`src/vcache_settings.svh`:
```
// vcache settings: fixed widths and depths shared by the cache tile
`ifndef VCACHE_SETTINGS_SVH
`define VCACHE_SETTINGS_SVH

// word address width, in bits
`define VCACHE_ADDR_WIDTH 12

// data word width, in bits
`define VCACHE_DATA_WIDTH 32

// number of direct-mapped lines, one word each
`define VCACHE_SETS 16

// entries in the network request queue
`define VCACHE_REQ_FIFO_ELS 4

`endif
```
`src/vcache_pkg.sv`:
```
// vcache package: width types, opcodes, state encodings and channel messages
`include "vcache_settings.svh"

package vcache_pkg;

  typedef logic [`VCACHE_ADDR_WIDTH-1:0] word_addr_t;
  typedef logic [`VCACHE_DATA_WIDTH-1:0] data_word_t;

  // low address bits pick the line, the rest are kept as tag
  typedef logic [$clog2(`VCACHE_SETS)-1:0] set_index_t;
  typedef logic [`VCACHE_ADDR_WIDTH-$clog2(`VCACHE_SETS)-1:0] cache_tag_t;

  typedef enum logic {
    e_op_load,
    e_op_store
  } cache_op_e;

  typedef enum logic [2:0] {
    e_core_idle,
    e_core_lookup,
    e_core_issue,
    e_core_fill_wait,
    e_core_respond
  } core_state_e;

  // four-phase sender states
  // wait is only used by the dma link while a read is outstanding
  typedef enum logic [1:0] {
    e_phase_idle,
    e_phase_req,
    e_phase_release,
    e_phase_wait
  } phase_state_e;

  typedef struct packed {
    cache_op_e  op;
    word_addr_t addr;
    data_word_t data;
  } cache_req_s;

  typedef struct packed {
    cache_op_e  op;
    data_word_t data;
  } cache_resp_s;

  typedef struct packed {
    logic       we;
    word_addr_t addr;
    data_word_t data;
  } mem_req_s;

  typedef struct packed {
    data_word_t data;
  } mem_resp_s;

endpackage

```
`src/vcache_tile.sv`:
```
// cache tile top: reset register plus request adapter, cache core and dma link
`timescale 1ns/100ps

module vcache_tile (
  input  logic                    clk_i,
  input  logic                    rst_i,
  input  vcache_pkg::cache_req_s  net_req_i,
  input  logic                    net_req_req_i,
  output logic                    net_req_ack_o,
  output vcache_pkg::cache_resp_s net_resp_o,
  output logic                    net_resp_req_o,
  input  logic                    net_resp_ack_i,
  output vcache_pkg::mem_req_s    mem_req_o,
  output logic                    mem_req_req_o,
  input  logic                    mem_req_ack_i,
  input  vcache_pkg::mem_resp_s   mem_resp_i,
  input  logic                    mem_resp_req_i,
  output logic                    mem_resp_ack_o
);
  import vcache_pkg::*;

  logic        rst_r;

  cache_req_s  req;
  logic        req_v;
  logic        req_ready;
  cache_resp_s resp;
  logic        resp_v;
  logic        resp_ready;
  mem_req_s    dma;
  logic        dma_v;
  logic        dma_ready;
  data_word_t  fill;
  logic        fill_v;
  logic        fill_ready;

  // all blocks see reset one cycle late
  always_ff @(posedge clk_i) begin
    rst_r <= rst_i;
  end

  vcache_req_adapter req_adapter_inst (
    .clk_i          (clk_i),
    .rst_i          (rst_r),
    .net_req_i      (net_req_i),
    .net_req_req_i  (net_req_req_i),
    .net_req_ack_o  (net_req_ack_o),
    .req_v_o        (req_v),
    .req_o          (req),
    .req_ready_i    (req_ready),
    .resp_v_i       (resp_v),
    .resp_i         (resp),
    .resp_ready_o   (resp_ready),
    .net_resp_o     (net_resp_o),
    .net_resp_req_o (net_resp_req_o),
    .net_resp_ack_i (net_resp_ack_i)
  );

  vcache_core core_inst (
    .clk_i        (clk_i),
    .rst_i        (rst_r),
    .req_v_i      (req_v),
    .req_i        (req),
    .req_ready_o  (req_ready),
    .resp_v_o     (resp_v),
    .resp_o       (resp),
    .resp_ready_i (resp_ready),
    .dma_v_o      (dma_v),
    .dma_o        (dma),
    .dma_ready_i  (dma_ready),
    .fill_v_i     (fill_v),
    .fill_i       (fill),
    .fill_ready_o (fill_ready)
  );

  vcache_dma_link dma_link_inst (
    .clk_i          (clk_i),
    .rst_i          (rst_r),
    .dma_v_i        (dma_v),
    .dma_i          (dma),
    .dma_ready_o    (dma_ready),
    .mem_req_o      (mem_req_o),
    .mem_req_req_o  (mem_req_req_o),
    .mem_req_ack_i  (mem_req_ack_i),
    .mem_resp_i     (mem_resp_i),
    .mem_resp_req_i (mem_resp_req_i),
    .mem_resp_ack_o (mem_resp_ack_o),
    .fill_v_o       (fill_v),
    .fill_o         (fill),
    .fill_ready_i   (fill_ready)
  );

endmodule

```
`src/vcache_dma_link.sv`:
```
// dma link: four-phase memory request sender and memory response receiver
`timescale 1ns/100ps

module vcache_dma_link (
  input  logic                   clk_i,
  input  logic                   rst_i,
  input  logic                   dma_v_i,
  input  vcache_pkg::mem_req_s   dma_i,
  output logic                   dma_ready_o,
  output vcache_pkg::mem_req_s   mem_req_o,
  output logic                   mem_req_req_o,
  input  logic                   mem_req_ack_i,
  input  vcache_pkg::mem_resp_s  mem_resp_i,
  input  logic                   mem_resp_req_i,
  output logic                   mem_resp_ack_o,
  output logic                   fill_v_o,
  output vcache_pkg::data_word_t fill_o,
  input  logic                   fill_ready_i
);
  import vcache_pkg::*;

  phase_state_e state_r;
  mem_req_s     req_r;
  logic         rd_pending_r;
  logic         accept;
  logic         fill_take;
  logic         resp_capture;

  assign dma_ready_o   = (state_r == e_phase_idle);
  assign accept        = dma_v_i && dma_ready_o;
  assign mem_req_req_o = (state_r == e_phase_req);
  assign mem_req_o     = req_r;

  assign fill_take     = fill_v_o && fill_ready_i;
  // one word held at a time, next response waits for the core
  assign resp_capture  = mem_resp_req_i && !mem_resp_ack_o && !fill_v_o;

  always_ff @(posedge clk_i) begin
    if (rst_i) begin
      state_r      <= e_phase_idle;
      rd_pending_r <= 1'b0;
    end else begin
      if (accept && !dma_i.we) begin
        rd_pending_r <= 1'b1;
      end else if (fill_take) begin
        rd_pending_r <= 1'b0;
      end
      case (state_r)
        e_phase_idle: begin
          if (dma_v_i) state_r <= e_phase_req;
        end
        e_phase_req: begin
          if (mem_req_ack_i) state_r <= e_phase_release;
        end
        e_phase_release: begin
          // a write is done here, a read still needs its data
          if (!mem_req_ack_i) begin
            state_r <= (rd_pending_r && !fill_take) ? e_phase_wait : e_phase_idle;
          end
        end
        e_phase_wait: begin
          if (fill_take) state_r <= e_phase_idle;
        end
        default: state_r <= e_phase_idle;
      endcase
    end
  end

  always_ff @(posedge clk_i) begin
    if (accept) begin
      req_r <= dma_i;
    end
  end

  // response receiver
  always_ff @(posedge clk_i) begin
    if (rst_i) begin
      mem_resp_ack_o <= 1'b0;
      fill_v_o       <= 1'b0;
    end else begin
      if (resp_capture) begin
        mem_resp_ack_o <= 1'b1;
        fill_v_o       <= 1'b1;
      end else begin
        if (mem_resp_ack_o && !mem_resp_req_i) mem_resp_ack_o <= 1'b0;
        if (fill_take) fill_v_o <= 1'b0;
      end
    end
  end

  always_ff @(posedge clk_i) begin
    if (resp_capture) begin
      fill_o <= mem_resp_i.data;
    end
  end

endmodule

```
`src/vcache_core.sv`:
```
// cache core: direct-mapped write-through tag and data array with its control FSM
`timescale 1ns/100ps
`include "vcache_settings.svh"

module vcache_core (
  input  logic                    clk_i,
  input  logic                    rst_i,
  input  logic                    req_v_i,
  input  vcache_pkg::cache_req_s  req_i,
  output logic                    req_ready_o,
  output logic                    resp_v_o,
  output vcache_pkg::cache_resp_s resp_o,
  input  logic                    resp_ready_i,
  output logic                    dma_v_o,
  output vcache_pkg::mem_req_s    dma_o,
  input  logic                    dma_ready_i,
  input  logic                    fill_v_i,
  input  vcache_pkg::data_word_t  fill_i,
  output logic                    fill_ready_o
);
  import vcache_pkg::*;

  localparam int unsigned num_sets = `VCACHE_SETS;

  data_word_t           data_mem [num_sets];
  cache_tag_t           tag_mem [num_sets];
  logic [num_sets-1:0]  valid_r;

  core_state_e          state_r;
  cache_req_s           req_r;
  data_word_t           resp_data_r;

  set_index_t           idx;
  cache_tag_t           tag;
  logic                 hit;
  logic                 is_store;

  // split the held address into line index and tag
  assign idx      = req_r.addr[$bits(set_index_t)-1:0];
  assign tag      = req_r.addr[`VCACHE_ADDR_WIDTH-1 -: $bits(cache_tag_t)];
  assign hit      = valid_r[idx] && (tag_mem[idx] == tag);
  assign is_store = (req_r.op == e_op_store);

  assign req_ready_o  = (state_r == e_core_idle);
  assign dma_v_o      = (state_r == e_core_issue);
  assign fill_ready_o = (state_r == e_core_fill_wait);
  assign resp_v_o     = (state_r == e_core_respond);

  assign dma_o.we   = is_store;
  assign dma_o.addr = req_r.addr;
  assign dma_o.data = req_r.data;

  assign resp_o.op   = req_r.op;
  assign resp_o.data = resp_data_r;

  always_ff @(posedge clk_i) begin
    if (rst_i) begin
      state_r <= e_core_idle;
      valid_r <= '0;
    end else begin
      case (state_r)
        e_core_idle: begin
          if (req_v_i) state_r <= e_core_lookup;
        end
        e_core_lookup: begin
          // only a load hit skips memory
          if (!is_store && hit) begin
            state_r <= e_core_respond;
          end else begin
            state_r <= e_core_issue;
          end
        end
        e_core_issue: begin
          if (dma_ready_i) begin
            state_r <= is_store ? e_core_respond : e_core_fill_wait;
          end
        end
        e_core_fill_wait: begin
          if (fill_v_i) begin
            valid_r[idx] <= 1'b1;
            state_r      <= e_core_respond;
          end
        end
        e_core_respond: begin
          if (resp_ready_i) state_r <= e_core_idle;
        end
        default: state_r <= e_core_idle;
      endcase
    end
  end

  // request, response data and array contents
  always_ff @(posedge clk_i) begin
    if (req_v_i && req_ready_o) begin
      req_r <= req_i;
    end
    if (state_r == e_core_lookup) begin
      if (is_store) begin
        resp_data_r <= req_r.data;
        // write-through, the line only follows when it already holds the word
        if (hit) data_mem[idx] <= req_r.data;
      end else begin
        resp_data_r <= data_mem[idx];
      end
    end
    if (fill_v_i && fill_ready_o) begin
      data_mem[idx] <= fill_i;
      tag_mem[idx]  <= tag;
      resp_data_r   <= fill_i;
    end
  end

endmodule

```
`src/vcache_req_adapter.sv`:
```
// request adapter: four-phase network receiver, request queue and response sender
`timescale 1ns/100ps
`include "vcache_settings.svh"

module vcache_req_adapter (
  input  logic                    clk_i,
  input  logic                    rst_i,
  input  vcache_pkg::cache_req_s  net_req_i,
  input  logic                    net_req_req_i,
  output logic                    net_req_ack_o,
  output logic                    req_v_o,
  output vcache_pkg::cache_req_s  req_o,
  input  logic                    req_ready_i,
  input  logic                    resp_v_i,
  input  vcache_pkg::cache_resp_s resp_i,
  output logic                    resp_ready_o,
  output vcache_pkg::cache_resp_s net_resp_o,
  output logic                    net_resp_req_o,
  input  logic                    net_resp_ack_i
);
  import vcache_pkg::*;

  localparam int unsigned fifo_depth = `VCACHE_REQ_FIFO_ELS;
  localparam int unsigned ptr_width  = (fifo_depth > 1) ? $clog2(fifo_depth) : 1;
  localparam int unsigned cnt_width  = $clog2(fifo_depth + 1);

  cache_req_s           queue_mem [fifo_depth];
  logic [ptr_width-1:0] wr_ptr_r;
  logic [ptr_width-1:0] rd_ptr_r;
  logic [cnt_width-1:0] count_r;
  logic                 full;
  logic                 enq;
  logic                 deq;

  phase_state_e         resp_state_r;
  cache_resp_s          resp_r;

  // circular wrap, depth need not be a power of two
  function automatic logic [ptr_width-1:0] next_ptr(input logic [ptr_width-1:0] ptr);
    return (ptr == ptr_width'(fifo_depth - 1)) ? '0 : ptr + 1'b1;
  endfunction

  assign full    = (count_r == cnt_width'(fifo_depth));
  // take a new request only between handshakes and with room left
  assign enq     = net_req_req_i && !net_req_ack_o && !full;
  assign deq     = req_v_o && req_ready_i;
  assign req_v_o = (count_r != '0);
  assign req_o   = queue_mem[rd_ptr_r];

  always_ff @(posedge clk_i) begin
    if (rst_i) begin
      wr_ptr_r      <= '0;
      rd_ptr_r      <= '0;
      count_r       <= '0;
      net_req_ack_o <= 1'b0;
    end else begin
      if (enq) begin
        wr_ptr_r      <= next_ptr(wr_ptr_r);
        net_req_ack_o <= 1'b1;
      end else if (net_req_ack_o && !net_req_req_i) begin
        net_req_ack_o <= 1'b0;
      end
      if (deq) begin
        rd_ptr_r <= next_ptr(rd_ptr_r);
      end
      case ({enq, deq})
        2'b10:   count_r <= count_r + 1'b1;
        2'b01:   count_r <= count_r - 1'b1;
        default: count_r <= count_r;
      endcase
    end
  end

  always_ff @(posedge clk_i) begin
    if (enq) begin
      queue_mem[wr_ptr_r] <= net_req_i;
    end
  end

  // response sender
  assign resp_ready_o   = (resp_state_r == e_phase_idle);
  assign net_resp_req_o = (resp_state_r == e_phase_req);
  assign net_resp_o     = resp_r;

  always_ff @(posedge clk_i) begin
    if (rst_i) begin
      resp_state_r <= e_phase_idle;
    end else begin
      case (resp_state_r)
        e_phase_idle:    if (resp_v_i) resp_state_r <= e_phase_req;
        e_phase_req:     if (net_resp_ack_i) resp_state_r <= e_phase_release;
        e_phase_release: if (!net_resp_ack_i) resp_state_r <= e_phase_idle;
        default:         resp_state_r <= e_phase_idle;
      endcase
    end
  end

  always_ff @(posedge clk_i) begin
    if (resp_v_i && resp_ready_o) begin
      resp_r <= resp_i;
    end
  end

endmodule

```
`config.mk`:
```
export PLATFORM = sky130hd
export DESIGN_NAME = vcache_tile
export DESIGN_NICKNAME = d
export VERILOG_FILES = /design/src/vcache_pkg.sv /design/src/vcache_tile.sv /design/src/vcache_dma_link.sv /design/src/vcache_core.sv /design/src/vcache_req_adapter.sv
export VERILOG_INCLUDE_DIRS = /design/src /design/src/src
export SDC_FILE = /design/constraint.sdc
export NUM_CORES = 1
export LEC_CHECK = 0
export BUFFER_PORTS_ARGS = -buffer_cell sky130_fd_sc_hd__buf_4
export CAP_MARGIN = 5
export CORE_MARGIN = 2
export CORE_UTILIZATION = 45
export CTS_BUF_LIST = sky130_fd_sc_hd__clkbuf_4
export DETAILED_ROUTE_END_ITERATION = 8
export SLEW_MARGIN = 15
export SYNTH_ARGS = -nofsm -noshare
export SYNTH_HDL_FRONTEND = slang
export SYNTH_SLANG_ARGS = --single-unit
```
`constraint.sdc`:
```
create_clock -name clk_i -period 10.5 [get_ports clk_i]
set_clock_uncertainty 0.05 [all_clocks]
set_input_delay 0.525 -clock clk_i [delete_from_list [all_inputs] [get_ports clk_i]]
set_output_delay 0.525 -clock clk_i [all_outputs]
set_load 0.02 [all_outputs]
```
After elaboration in Yosys (flattened, before gate mapping)

Memory sizes are Yosys's and may differ from the RTL's. A register that Yosys moved wholly into a read port is not among the register bits.
Cells that the tools add are included.

Add/subtract/negate cells: 4
Order comparisons: 2
Eq/ne operators: 26
Multiplexer cells: 43
Bitwise operators: 2
Reduce and logical (&&, ||, !) cells: 37

Operator list:

| operator                                               | count |
|---|---|
| two-way mux 32 bit                                     | 4 |
| two-way mux 2 bit                                      | 10 |
| two-way mux 3 bit                                      | 6 |
| two-way mux 1 bit                                      | 17 |
| OR 16 bit                                              | 1 |
| logical AND 1 bit                                      | 15 |
| case mux 3 bit (5 select lines)                        | 1 |
| inequality test 2 x 1 -> 1 bit (second input constant) | 7 |
| equality test 2 bit (second input constant)            | 6 |
| nonzero test 2 bit                                     | 6 |
| equality test 8 bit                                    | 1 |
| logical NOT 1 bit                                      | 8 |
| inequality test 2 bit (second input constant)          | 4 |
| case mux 2 bit (4 select lines)                        | 1 |
| AND reduction 4 bit                                    | 2 |
| equality test 2 x 1 -> 1 bit (second input constant)   | 3 |
| equality test 3 x 2 -> 1 bit (second input constant)   | 2 |
| equality test 3 bit (second input constant)            | 2 |
| case mux 2 bit (3 select lines)                        | 1 |
| case mux 3 bit (2 select lines)                        | 1 |
| < comparator 4 x 5 -> 1 bit (second input constant)    | 1 |
| adder 2 x 1 -> 2 bit (second input constant)           | 2 |
| binary-select mux 1 bit (select 4 bit)                 | 1 |
| demux 1 bit (select 4 bit)                             | 1 |
| 10 further kinds                                       | 11 |

Flip-flop bits (word level): 177
Bits in writable memories: 820
Input bits: 83
Output and inout port bits: 82
Word-level logic and storage cells: 136
Memories: 3

Memories:

| memory                     | words | width | read ports | clocked after memory_dff | wr ports | RTL line                 | RTL |
|---|---|---|---|---|---|---|---|
| core_inst.data_mem         | 16    | 32    | 1          | 0                        | 1        | vcache_core.sv:25        | `data_word_t data_mem [num_sets];` |
| req_adapter_inst.queue_mem | 4     | 45    | 1          | 1                        | 1        | vcache_req_adapter.sv:27 | `cache_req_s queue_mem [fifo_depth];` |
| core_inst.tag_mem          | 16    | 8     | 1          | 0                        | 1        | vcache_core.sv:26        | `cache_tag_t tag_mem [num_sets];` |

Depth between registers and ports, before layout

Gate-level depths: netlist (run 1).

Word-level depth: 8
Gate-level depth with buffers: 11
Depth with buffers taken out: 10

Cells and area by module

A second synthesis (run 1) with hierarchy kept.

Cell total of the unflattened synthesis: 1,787
Area total of the unflattened synthesis: 39,370.3 um^2

By module, submodules not included:

| module             | instances | cells an instance | area each (um^2) | sequential area each (um^2) |
|---|---|---|---|---|
| vcache_core        | 1         | 1,348             | 28,703.8         | 21,991.1 |
| vcache_req_adapter | 1         | 334               | 8,104.0          | 6,636.4 |
| vcache_dma_link    | 1         | 104               | 2,542.4          | 2,412.3 |
| vcache_tile        | 1         | 1                 | 20.0             | 20.0 |

Worst setup path before layout (run 1)

OpenSTA, ideal clock, no wires.

Path kind: flip-flop to flip-flop
Start: register, netlist name core_inst.dma_o[32]
End: memory core_inst.data_mem[0][0] in the netlist's numbering, enable pin
Library setup time: 421 ps
Data arrival time: 3,900 ps
Required time: 10,029 ps
Path slack: 6,129 ps
Stages on the path, launching flop included: 12
Path buffers: 5
Clock period less this slack: 4,371 ps
Cells stage by stage: edfxtp_1 buf_6 buf_2 buf_4 buf_2 buf_4 mux2i_1 xnor2_4 nand3_2 nor4_4 a31oi_2 nor2_1

Word-level cells in the longest chain between the ends: 8
Elaborated cells between the ends (all ways): 10
Those cells by class: eq/ne (1); mux (6); bitwise (1); reduce/logical (1); memory (1)

Ends and longest elaborated chain:

| element                                                                                   | RTL line           | RTL |
|---|---|---|
| memory read (16 x 8 bit) / binary-select mux 1 bit (select 4 bit) (equally long branches) | --                 |  |
| equality test 8 bit / two-way mux 1 bit (equally long branches)                           | vcache_core.sv:41  | `assign hit = valid_r[idx] && (tag_mem[idx] == tag);` |
| logical AND 1 bit                                                                         | vcache_core.sv:41  |  |
| two-way mux 1 bit                                                                         | vcache_core.sv:101 | `if (hit) data_mem[idx] <= req_r.data;` |
| two-way mux 1 bit                                                                         | vcache_core.sv:98  | `if (is_store) begin` |
| two-way mux 1 bit                                                                         | vcache_core.sv:97  | `if (state_r == e_core_lookup) begin` |
| two-way mux 1 bit (implied by the code)                                                   | vcache_core.sv:101 |  |
| OR 1 bit (no source line)                                                                 | --                 |  |
| end: declaration                                                                          | vcache_core.sv:25  |  |

Parallel ways exist; a longest one is shown, timed or not. The select of a mux whose other input is x is not followed.

Worst setup path after layout (run 1)

Start: register, netlist name core_inst.dma_o[34]
End: memory core_inst.data_mem[11][19] in the netlist's numbering, enable pin

Word-level cells in the longest chain between the ends: 8
Elaborated cells between the ends (all ways): 10
Those cells by class: eq/ne (1); mux (6); bitwise (1); reduce/logical (1); memory (1)

Ends and longest elaborated chain:

| element                                                                                   | RTL line |
|---|---|
| memory read (16 x 8 bit) / binary-select mux 1 bit (select 4 bit) (equally long branches) | -- |
| equality test 8 bit / two-way mux 1 bit (equally long branches)                           | vcache_core.sv:41 |
| logical AND 1 bit                                                                         | vcache_core.sv:41 |
| two-way mux 1 bit                                                                         | vcache_core.sv:101 |
| two-way mux 1 bit                                                                         | vcache_core.sv:98 |
| two-way mux 1 bit                                                                         | vcache_core.sv:97 |
| two-way mux 1 bit (implied by the code)                                                   | vcache_core.sv:101 |
| OR 1 bit (no source line)                                                                 | -- |

Parallel ways exist; a longest one is shown, timed or not. The select of a mux whose other input is x is not followed.

==> flow_summary.toml, run 1 <==
[status]
status = "finished, final reports clean"

[logic_synthesis]
synth_area_sq_um = 39100
async_reset_ff_frac = 0
synth_seq_area_share = 0.792
synth_cell_types = 64
synth_edf_count = 1007
synth_warnings = 0
syn_inst = 1785
synthFlopType = "edfxtp_1"
post_synth.cell_area_avg_sq_um = 21.9
synth_seq_cells = 1042
mapped_nets = 1875

[clock_network]
postCtsResizedCells = 0
tritoncts = "built"
cts_buffer_depth = 4
clk_root_buffer_cell = "clkbuf_4"
cts.repair_timing.setup_buffer_count = 0
cts_inserted_buffers = 283
cts_max_level = 5
clock_sink_count = 1042
clock_latency_late_sink_ns = 1.12
clk_pin_slew_ns = 0.06
quantity_of_hold_fixing_buffers_added_after_cts = 94

[pwr]
switching_share = 0.300
share_comb_of_total_power = 0.242
peakVddDrop_v = 0.000226
power.share.clock = 0.278
power_frac_seq = 0.480
powerDensity_nw_per_um2 = 262
net-switching-power_mw = 3.63
total_leakage_power_nw = 15.5
power.internal_mw = 8.45
fin_total_pwr_mw = 12.1

[global_routing]
grt_max_degree = 115
globalRouteOverflowTotal = 0
grtUsageTotal = 0.203
grt_pass1_vias = 20800
grt_pass1_wl_um = 131000
grt_antenna_before_repair = 2

[sta]
period_needed_ns = 5.26
achievable-frequency_ghz = 0.190
worstMarginPinSlew_ns = 1.26
final.period_utilization = 0.501
setup-violations-final = 0
rsz_0062_raised_after_global_routing = "no"
hold_viol = 0
max_slew_margin = 0.154
setup-tns-final_ns = 0
drv_slew = 0
whs_ns = 0.116

[floorplan]
ios = 165
core.rowCount = 108
placeableCoreArea_sq_um = 86300
start_util = 0.452
fp.dieH_um = 299
floorplan.die.width_um = 299
floorplan.die_area_sq_um = 89200

[critical_path]
crit_type = "flip-flop to flip-flop"
worst_setup_path_end_kind = "flip-flop"
worstSetupStartpoint = "core_inst.dma_o[34]"
critical_path_arrival_ns = 5.88
required_time_of_the_critical_path_ns = 11.12
critical_path.max_fanout = 38
worst_setup_path_start_kind = "flip-flop"
worst_r2r_startpoint = "core_inst.dma_o[34]"

[flow_run]
drv_cap = 0

[cells_and_area]
final_net_count = 2379
fill_cells = 6844
syn2layout_area_growth_pct = 18.2
drive_above_1_share = 0.362
layout.cells.non_filler = 3629

[drt]
routedWlPerCell_um = 24.5
drtAntennaViolNets = 0
drc_viols = 0
detail_route.first_pass.iterations = 5
detail_route.vias_per_cell = 5.38
drtIter0Drc = 1548
drt_wl_total_um = 88800
vias = 19500

[placed_design]
hpwlAfterDp_um = 51300
total_of_buffers_placed_on_input_and_output_ports = 164
dpl.cell_count = 3064
place.gp.congestion = 0.810

[worst_hold_path]
timing.hold.worst.class = "input pin to flip-flop"
min-delay-start = "mem_resp_i[26]"
[power by group through the flow]
stage	clock network (mW)	registers (mW)	logic [mW]
after floorplan	0	5.69	2.02
after global placement	0	5.89	2.87
after detailed placement	0	5.90	2.94
after CTS	3.47	5.82	2.98
after global routing	3.69	5.83	3.17
final	3.36	5.80	2.93
[synth_stat cells, drive strengths merged (4+ instances only)]
| cell | number | area, sq um |
|---|---|---|
| nand2b | 5 | 31.3 |
| o21ai | 38 | 190 |
| a21oi | 15 | 78.8 |
| a211oi | 5 | 42.5 |
| inv | 11 | 41.3 |
| a221oi | 4 | 35.0 |
| buf | 33 | 168 |
| mux4 | 230 | 5190 |
| nand2 | 112 | 420 |
| dfxtp | 35 | 701 |
| a22oi | 4 | 30.0 |
| mux2 | 7 | 78.8 |
| xnor2 | 8 | 104 |
| and2 | 9 | 56.3 |
| nor2b | 10 | 62.6 |
| nor2 | 81 | 304 |
| clkbuf | 51 | 191 |
| mux2i | 59 | 591 |
| ha | 6 | 75.1 |
| edfxtp | 1007 | 30200 |
| nor3 | 11 | 55.1 |
| a31oi | 5 | 56.3 |
[worst paths after layout]
path	endpoint	slack, ns	cells past startpoint
worst max-delay path	core_inst.data_mem[11][19]	5.24	10
worst min-delay path	dma_link_inst.fill_o[26]	0.12	2
worst max register to register	core_inst.data_mem[11][19]	5.24	10
worst min register to register	req_adapter_inst.net_resp_o[31]	0.33	0
[cell usage in the layout, fill, tap and decap left out, types with 6 or more instances in the layout]
cell / count
a21oi_1: 13
nor2_4: 16
clkbuf_4: 395
o21ai_1: 33
ha_1: 6
nor2b_1: 10
mux2i_1: 59
clkinv_1: 59
mux4_2: 228
buf_4: 207
inv_2: 7
edfxtp_1: 1007
dfxtp_1: 33
nand2_1: 112
clkinv_2: 7
nor3_1: 10
inv_1: 9
dlygate4sd3_1: 94
nor2_1: 63
[state kept, by name, summed over array words and instances, names as in the netlist, 2 cells and up]
name / count
core_inst.data_mem: 512
core_inst.dma_o: 44
core_inst.resp_data_r: 32
core_inst.state_r: 3
core_inst.tag_mem: 128
core_inst.valid_r: 16
dma_link_inst.fill_o: 32
dma_link_inst.mem_req_o: 45
dma_link_inst.state_r: 2
req_adapter_inst.count_r: 3
req_adapter_inst.net_resp_o: 33
req_adapter_inst.queue_mem: 180
req_adapter_inst.rd_ptr_r: 2
req_adapter_inst.resp_state_r: 2
req_adapter_inst.wr_ptr_r: 2
[routing by layer]
| metal | GRT usage | up-vias | routed length [um] |
|---|---|---|---|
| li1 | - | 8516 | - |
| met1 | 0.271 | 10200 | 37300 |
| met2 | 0.325 | 640 | 44400 |
| met3 | 0.0492 | 122 | 5010 |
| met4 | 0.0774 | 0 | 2120 |
| met5 | 0 | - | 0 |
[critical path, cell delays in order, from the launching register on]
cell,delay (ns)
edfxtp_1,0.80
buf_4,0.81
nand2b_1,0.56
nor2b_1,0.13
or4_4,0.57
xnor2_2,0.16
nand3_2,0.13
nor4_4,0.51
a31oi_2,0.35
nor2_4,0.16
buf_4,0.54
[kinds of logic (layout without fill, tap and decap cells)]
logic type | count (synthesis) | after routing | share of synthesized area
flip-flops | 1042 | 1042 | 0.792
multiplexers | 296 | 296 | 0.150
AND/OR/NAND/NOR | 249 | 249 | 0.0283
buffers and inverters | 96 | 783 | 0.0103
AO/OA/AOI/OAI | 85 | 85 | 0.0140
XOR/XNOR | 10 | 10 | 0.00311
adder cells (fa/ha/maj) | 7 | 7 | 0.00243
other | 0 | 2 | 0
[cell type report]
| cell class | instances | area (sq um) | share of cell area |
|---|---|---|---|
| multi-input cells | 647 | 7880 | 0.171 |
| well taps | 1155 | 1450 | 0.0313 |
| flip-flops and latches | 1042 | 30900 | 0.670 |
| clock buffers | 395 | 2970 | 0.0642 |
| repair buffers | 303 | 2530 | 0.0549 |
| inverters | 12 | 45.0 | 0.000975 |
| clock inverters | 73 | 362 | 0.00783 |
| diodes | 2 | 5.00 | 0.000108 |
[metrics by stage]
| step | setup WS (ns) | area (sq um) | util |
|---|---|---|---|
| final | 5.24 | 46200 | 0.535 |
| after global routing | 4.97 | 46200 | 0.535 |
| after CTS | 4.84 | 46200 | 0.535 |
| after detailed placement | 4.94 | 41900 | 0.485 |
| after global placement | 5.08 | 41900 | 0.485 |
| after floorplan | 6.13 | 39100 | - |
Power figures use the tool's default switching activity.
==> inputs of run 2 (changes only) <==
--- a/config.mk
+++ b/config.mk
@@ -6,6 +6,7 @@
 export SDC_FILE = /design/constraint.sdc
 export NUM_CORES = 1
 export LEC_CHECK = 0
+export ABC_AREA = 1
 export BUFFER_PORTS_ARGS = -buffer_cell sky130_fd_sc_hd__buf_4
 export CAP_MARGIN = 5
 export CORE_MARGIN = 2
==> constraint.sdc (replaced) <==
create_clock -name clk_i -period 5.1 [get_ports clk_i]
set_clock_uncertainty 0.05 [all_clocks]
set_input_delay 0.255 -clock clk_i [delete_from_list [all_inputs] [get_ports clk_i]]
set_output_delay 0.255 -clock clk_i [all_outputs]
set_load 0.02 [all_outputs]
==> run 2 against run 1 <==
Against the previous run: fmax increased by 37%; largest power group unchanged; largest cell class unchanged; final area increased by 1.4%; synthesized cell count increased by 51%; die area decreased by 0.14%; sequential share of layout area decreased by 0.97 points; register-to-register slack got worse by 4.0 ns; non-clock buffer count increased by 90; total power increased by 110%; area after synthesis decreased by 0.14%; utilization increased by 1.3 points; highest routed layer is now met5.
==> flow_summary.toml, run 2 <==
[worst_hold_path]
timing.hold.worst.class = "input pin to flip-flop"
min-delay-start = "mem_req_ack_i"

[clock_network]
cts_inserted_buffers = 282
clock_sink_count = 1042
clk_pin_slew_ns = 0.06
tritoncts = "built"
clk_root_buffer_cell = "clkbuf_4"
cts_buffer_depth = 4
postCtsResizedCells = 0
clock_latency_late_sink_ns = 1.13
cts_max_level = 5

[cells_and_area]
mostFrequentLayoutCell = "edfxtp_1"
largest_register = "core_inst.data_mem"
final_net_count = 3314
final_util = 0.548
layout_top_registers = "core_inst.data_mem: 512 flops, req_adapter_inst.queue_mem: 180 flops, core_inst.tag_mem: 128 flops"
syn2layout_area_growth_pct = 20.1
layout.cells.most_common_list = "edfxtp_1 (1007), nand2_1 (573), clkbuf_4 (397), a22oi_1 (256), buf_4 (224)"
drive_above_1_share = 0.203
largest_register_ff_count = 512

[placed_design]
hpwlAfterDp_um = 58600
place.gp.congestion = 0.871
place_ws_ns = 1.32
total_of_buffers_placed_on_input_and_output_ports = 164

[global_routing]
grt_max_degree = 132
grtUsageTotal = 0.236
grt_antenna_before_repair = 6
grt_pass1_wl_um = 157000
globalRouteOverflowTotal = 0
grt_pass1_vias = 25700

[logic_synthesis]
synth_seq_cells = 1042
most_repeated_cell_in_the_gate_level_netlist_after_synthesis = "edfxtp_1"
mapped_nets = 2781
synth_adder_area_share = 0.00244
post_synth_mux_area_share = 0.000289
synth_largest_type_area_fraction = 0.775
synth_edf_count = 1007
synthFlopType = "edfxtp_1"
post_synth.cell_area_avg_sq_um = 14.5
cell_types_occupying_the_most_area_after_synthesis = "edfxtp_1 (78%), nand2_1 (5.5%), a22oi_1 (4.9%), o21ai_0 (2.2%), nor2_1 (2.0%)"
post_synth_and_or_nand_nor_area_fraction = 0.0823
syn_inst = 2691
synth_top_family_by_area = "compound AO/OA/AOI/OAI gates"
synth_cell_types = 35
synth_warnings = 0
synth.cells.most_frequent = "edfxtp_1 (1007), nand2_1 (574), a22oi_1 (256)"
post-synth-top-area-cell = "edfxtp_1"
synth_area_sq_um = 39000
synth_compound_area_frac = 0.100
synth_xor_area_frac = 0
async_reset_ff_frac = 0
synth_seq_area_share = 0.793

[drt]
drt_wl_total_um = 106000
drtIter0Drc = 2581
detail_route.first_pass.iterations = 6
vias = 25200
drc_viols = 0
detail_route.vias_per_cell = 5.54
routedWlPerCell_um = 23.3
drtAntennaViolNets = 0

[floorplan]
start_util = 0.456
placeableCoreArea_sq_um = 85500
ios = 165
fp.dieH_um = 298
floorplan.die.width_um = 298
core.rowCount = 107
floorplan.die_area_sq_um = 89100

[pwr]
fin_total_pwr_mw = 25.9
powerDensity_nw_per_um2 = 552
total_leakage_power_nw = 16.5
peakVddDrop_v = 0.000481

[critical_path]
required_time_of_the_critical_path_ns = 5.80
critical_path.max_fanout = 61
worst_setup_path_end_kind = "flip-flop"
crit_type = "flip-flop to flip-flop"
critical_path_arrival_ns = 4.55
worstSetupStartpoint = "core_inst.dma_o[32]"
worst_setup_path_start_kind = "flip-flop"
worst_r2r_startpoint = "core_inst.dma_o[32]"

[sta]
achievable-frequency_ghz = 0.260
whs_ns = 0.170
rsz_0062_raised_after_global_routing = "no"
worstMarginPinSlew_ns = 1.21
setup-violations-final = 0
hold_viol = 0
max_slew_margin = 0.188
final.period_utilization = 0.755
worst_setup_slack_final_ns = 1.25
setup-tns-final_ns = 0
period_needed_ns = 3.85
drv_slew = 0

[flow_run]
drv_cap = 0

[status]
status = "finished, final reports clean"
run 2: cell types whose count changed in the layout (fill, tap and decap cells not counted), sizes merged, moves of 47 or more:
| cell | delta |
|---|---|
| nor2 | +130 |
| mux4 | -230 |
| a22oi | +252 |
| inv | +47 |
| a21oi | +90 |
| dlygate4sd3 | +69 |
| mux2i | -59 |
| o21ai | +140 |
| nand2 | +462 |
run 2: layout make-up:
cell class / instances / area (sq um)
flip-flops and latches: 1042 / 30900
well taps: 1144 / 1430
clock inverters: 52 / 360
clock buffers: 397 / 2980
inverters: 59 / 226
repair buffers: 393 / 3430
diodes: 12 / 30.0
fillers: 6978 / 38700
multi-input cells: 1446 / 7450
run 2: per-layer routing:
| metal | GRT usage | part of all wire | up-vias |
|---|---|---|---|
| met5 | 0 | 0.00012 | - |
| met4 | 0.0931 | 0.027 | 2 |
| met3 | 0.0481 | 0.074 | 206 |
| met2 | 0.380 | 0.48 | 1152 |
| met1 | 0.318 | 0.42 | 12500 |
| li1 | - | - | 11300 |
run 2: final timing paths:
kind | slack [ns] | end | cells past startpoint
hold reg to reg | 0.37 | req_adapter_inst.net_resp_o[12] | 0
setup reg to reg | 1.25 | core_inst.data_mem[4][21] | 15
hold / removal | 0.17 | dma_link_inst.state_r[1] | 6
setup / recovery | 1.25 | core_inst.data_mem[4][21] | 15
run 2: cell families after synthesis:
family	after synthesis
flops	1042
simple gates	824
compound gates	614
buf+inv	203
fa+ha+maj	7
mux	1
run 2: repair_timing:
| item | in CTS | in global routing |
|---|---|---|
| hold buffers | 163 | 0 |
| hold endpoints to repair | 292 | 0 |
| setup endpoints to repair | 0 | 0 |
| setup buffers | 0 | 0 |
run 2: through the flow:
stage                     cells  instance area (sq um)
final                      4545                  46900
after global routing       4542                  46800
after CTS                  4533                  46800
after detailed placement   3921                  41800
after global placement     3921                  41800
after floorplan            2691                  39000
run 2: critical path, cell delays in order, from the launching register on:
cell      delay, ns
edfxtp_1       0.35
buf_4          0.54
nand2_1        0.19
inv_4          0.20
nand2_1        0.08
nand4_1        0.09
nand2_1        0.06
nand2_1        0.10
nor2_1         0.05
nand2_1        0.09
nand2_1        0.07
nor2_1         0.20
nand4_4        0.31
buf_4          0.34
a21oi_4        0.41
buf_12         0.32
run 2: power by group:
part	internal [mW]	switching, mW	leakage (nW)
clock	3.85	3.24	2.01
combinational	1.81	5.05	5.11
sequential	11.3	0.635	9.41
==> inputs of run 3 (changes only) <==
==> constraint.sdc (replaced) <==
create_clock -name clk_i -period 3.1 [get_ports clk_i]
set_clock_uncertainty 0.05 [all_clocks]
set_input_delay 0.155 -clock clk_i [delete_from_list [all_inputs] [get_ports clk_i]]
set_output_delay 0.155 -clock clk_i [all_outputs]
set_load 0.02 [all_outputs]
==> run 3 against run 2 <==
Against the previous run: final area up 3.5%; clock power grew 64%; critical path type unchanged; the run now ends with negative setup slack left; critical endpoint is now core_inst.data_mem[3][6]; fmax is 24% higher; register-to-register slack lost 1.3 ns; hold slack lost 0.065 ns.
==> flow_summary.toml, run 3 (synthesized netlist as in run 2, its figures left out) <==
[global_routing]
grt_pass1_wl_um = 154000
grt_max_degree = 132
grt_antenna_before_repair = 3
grtUsageTotal = 0.230
globalRouteOverflowTotal = 0
grt_pass1_vias = 25900

[floorplan]
fp.dieH_um = 298
core.rowCount = 107
ios = 165
start_util = 0.456
floorplan.die.width_um = 298
placeableCoreArea_sq_um = 85500
floorplan.die_area_sq_um = 89100

[critical_path]
register_to_register_setup_slack_ns = -0.007
worstSetupStartpoint = "core_inst.dma_o[32]"
worstRegToRegCells = 19
worst_r2r_endpoint = "core_inst.data_mem[3][6]"
critical_path.max_fanout = 16
crit_type = "flip-flop to flip-flop"
setup.worst_path.end = "core_inst.data_mem[3][6]"
critical_path_arrival_ns = 3.81
worst_setup_path_end_kind = "flip-flop"
required_time_of_the_critical_path_ns = 3.80
worst_r2r_startpoint = "core_inst.dma_o[32]"
worst_setup_path_start_kind = "flip-flop"

[sta]
setup-violations-final = 2
final.period_utilization = 1.00
rsz_0062_raised_after_global_routing = "yes"
hold_viol = 0
setup-tns-final_ns = -0.0119
max_slew_margin = 0.472
drv_slew = 0
period_needed_ns = 3.11
worst_setup_slack_final_ns = -0.00700
worstMarginPinSlew_ns = 0.773
achievable-frequency_ghz = 0.322

[pwr]
total_leakage_power_nw = 17.3
share_comb_of_total_power = 0.292
powerDensity_nw_per_um2 = 902
power.internal_mw = 28.6
net-switching-power_mw = 15.2
peakVddDrop_v = 0.000723
power_frac_seq = 0.444
switching_share = 0.347
fin_total_pwr_mw = 43.8
power.share.clock = 0.264

[placed_design]
hpwlAfterDp_um = 60300
total_of_buffers_placed_on_input_and_output_ports = 164
place_ws_ns = -0.176
place.gp.congestion = 0.894

[clock_network]
cts_max_level = 5
cts_inserted_buffers = 282
clk_pin_slew_ns = 0.06
clk_root_buffer_cell = "clkbuf_4"
clock_latency_late_sink_ns = 1.15
clock_sink_count = 1042
tritoncts = "built"
cts_buffer_depth = 4

[worst_hold_path]
timing.hold.worst.class = "input pin to flip-flop"

[cells_and_area]
layout_top_registers = "core_inst.data_mem: 512 flops, req_adapter_inst.queue_mem: 180 flops, core_inst.tag_mem: 128 flops"
final_net_count = 3406
syn2layout_area_growth_pct = 24.3
largest_register = "core_inst.data_mem"
mostFrequentLayoutCell = "edfxtp_1"
layout.cells.most_common_list = "edfxtp_1 (1007), nand2_1 (564), clkbuf_4 (399), a22oi_1 (256), buf_4 (244)"
drive_above_1_share = 0.229
largest_register_ff_count = 512

[flow_run]
drv_cap = 0

[drt]
detail_route.vias_per_cell = 5.51
routedWlPerCell_um = 22.9
vias = 25600
detail_route.first_pass.iterations = 6
drc_viols = 0
drt_wl_total_um = 106000
drtAntennaViolNets = 0
drtIter0Drc = 2591

[status]
violations = "negative setup slack"
status = "complete, but fails checks"
run 3: critical path: stages, from the launching register on:
cell and delay (ns):
edfxtp_1 0.41, buf_4 0.18, buf_6 0.13, clkbuf_16 0.18, nand2_1 0.07, nand2_1 0.06, nand2_1 0.09, nand2_1 0.07
nand2_1 0.07, nand2_1 0.09, nor2_1 0.13, nand2_1 0.06, nand2_1 0.06, nand2_1 0.06, nor2_2 0.14, nand4_4 0.18
clkbuf_16 0.24, a21oi_4 0.16, buf_12 0.17, buf_12 0.15
run 3: power by group through the flow:
stage,Combinational (mW),Sequential (mW),Clock [mW]
2_1_floorplan,6.83,19.5,0
3_3_place_gp,11.7,19.7,0
3_5_place_dp,11.9,19.7,0
4_1_cts,12.2,19.4,11.8
5_1_grt,13.9,19.5,12.5
6_report,12.8,19.4,11.6
run 3: metal layers:
metal / part of all wire / wire [um] / track usage
met5: 0.00012 / 13 / 0
met4: 0.016 / 1750 / 0.0744
met3: 0.079 / 8430 / 0.0502
met2: 0.49 / 52200 / 0.380
met1: 0.41 / 44000 / 0.306
run 3: timing repair:
item / CTS / global route
gates cloned: 0 / 16
pin swaps: 0 / 4
endpoints found under the setup margin: 7 / 449
gates resized for setup: 10 / 38
endpoints found under the hold margin: 437 / 0
hold buffers: 163 / 0
buffers inserted: 0 / 18
run 3: area by class of cell:
type / count / area [sq um]
multi-input cells: 1446 / 7560
well taps: 1144 / 1430
repair inverters: 1 / 5.00
repair buffers: 484 / 4970
clock inverters: 61 / 339
inverters: 59 / 234
diodes: 1 / 2.50
fillers: 6784 / 37100
flip-flops and latches: 1042 / 30900
clock buffers: 399 / 3000
run 3: worst min path at each step:
stage	depth (start not counted)	from	end	slack, ns
6_report	6	mem_req_ack_i	dma_link_inst.state_r[1]	0.11
2_1_floorplan	0	rst_i	rst_r	0.13
5_1_grt	6	mem_req_ack_i	dma_link_inst.state_r[1]	0.08
3_5_place_dp	1	rst_i	rst_r	0.21
4_1_cts	6	mem_req_ack_i	dma_link_inst.state_r[1]	0.01
3_3_place_gp	1	rst_i	rst_r	0.21
run 3: through the flow:
stage	cell area [sq um]	hold WS (ns)	instances	util
final	48500	0.106	4637	0.567
after global routing	48500	0.0813	4637	0.567
after CTS	47800	0.0108	4602	0.559
after detailed placement	42800	0.212	3979	0.501
after global placement	42800	0.210	3977	0.500
after floorplan	39100	0.133	2691	-
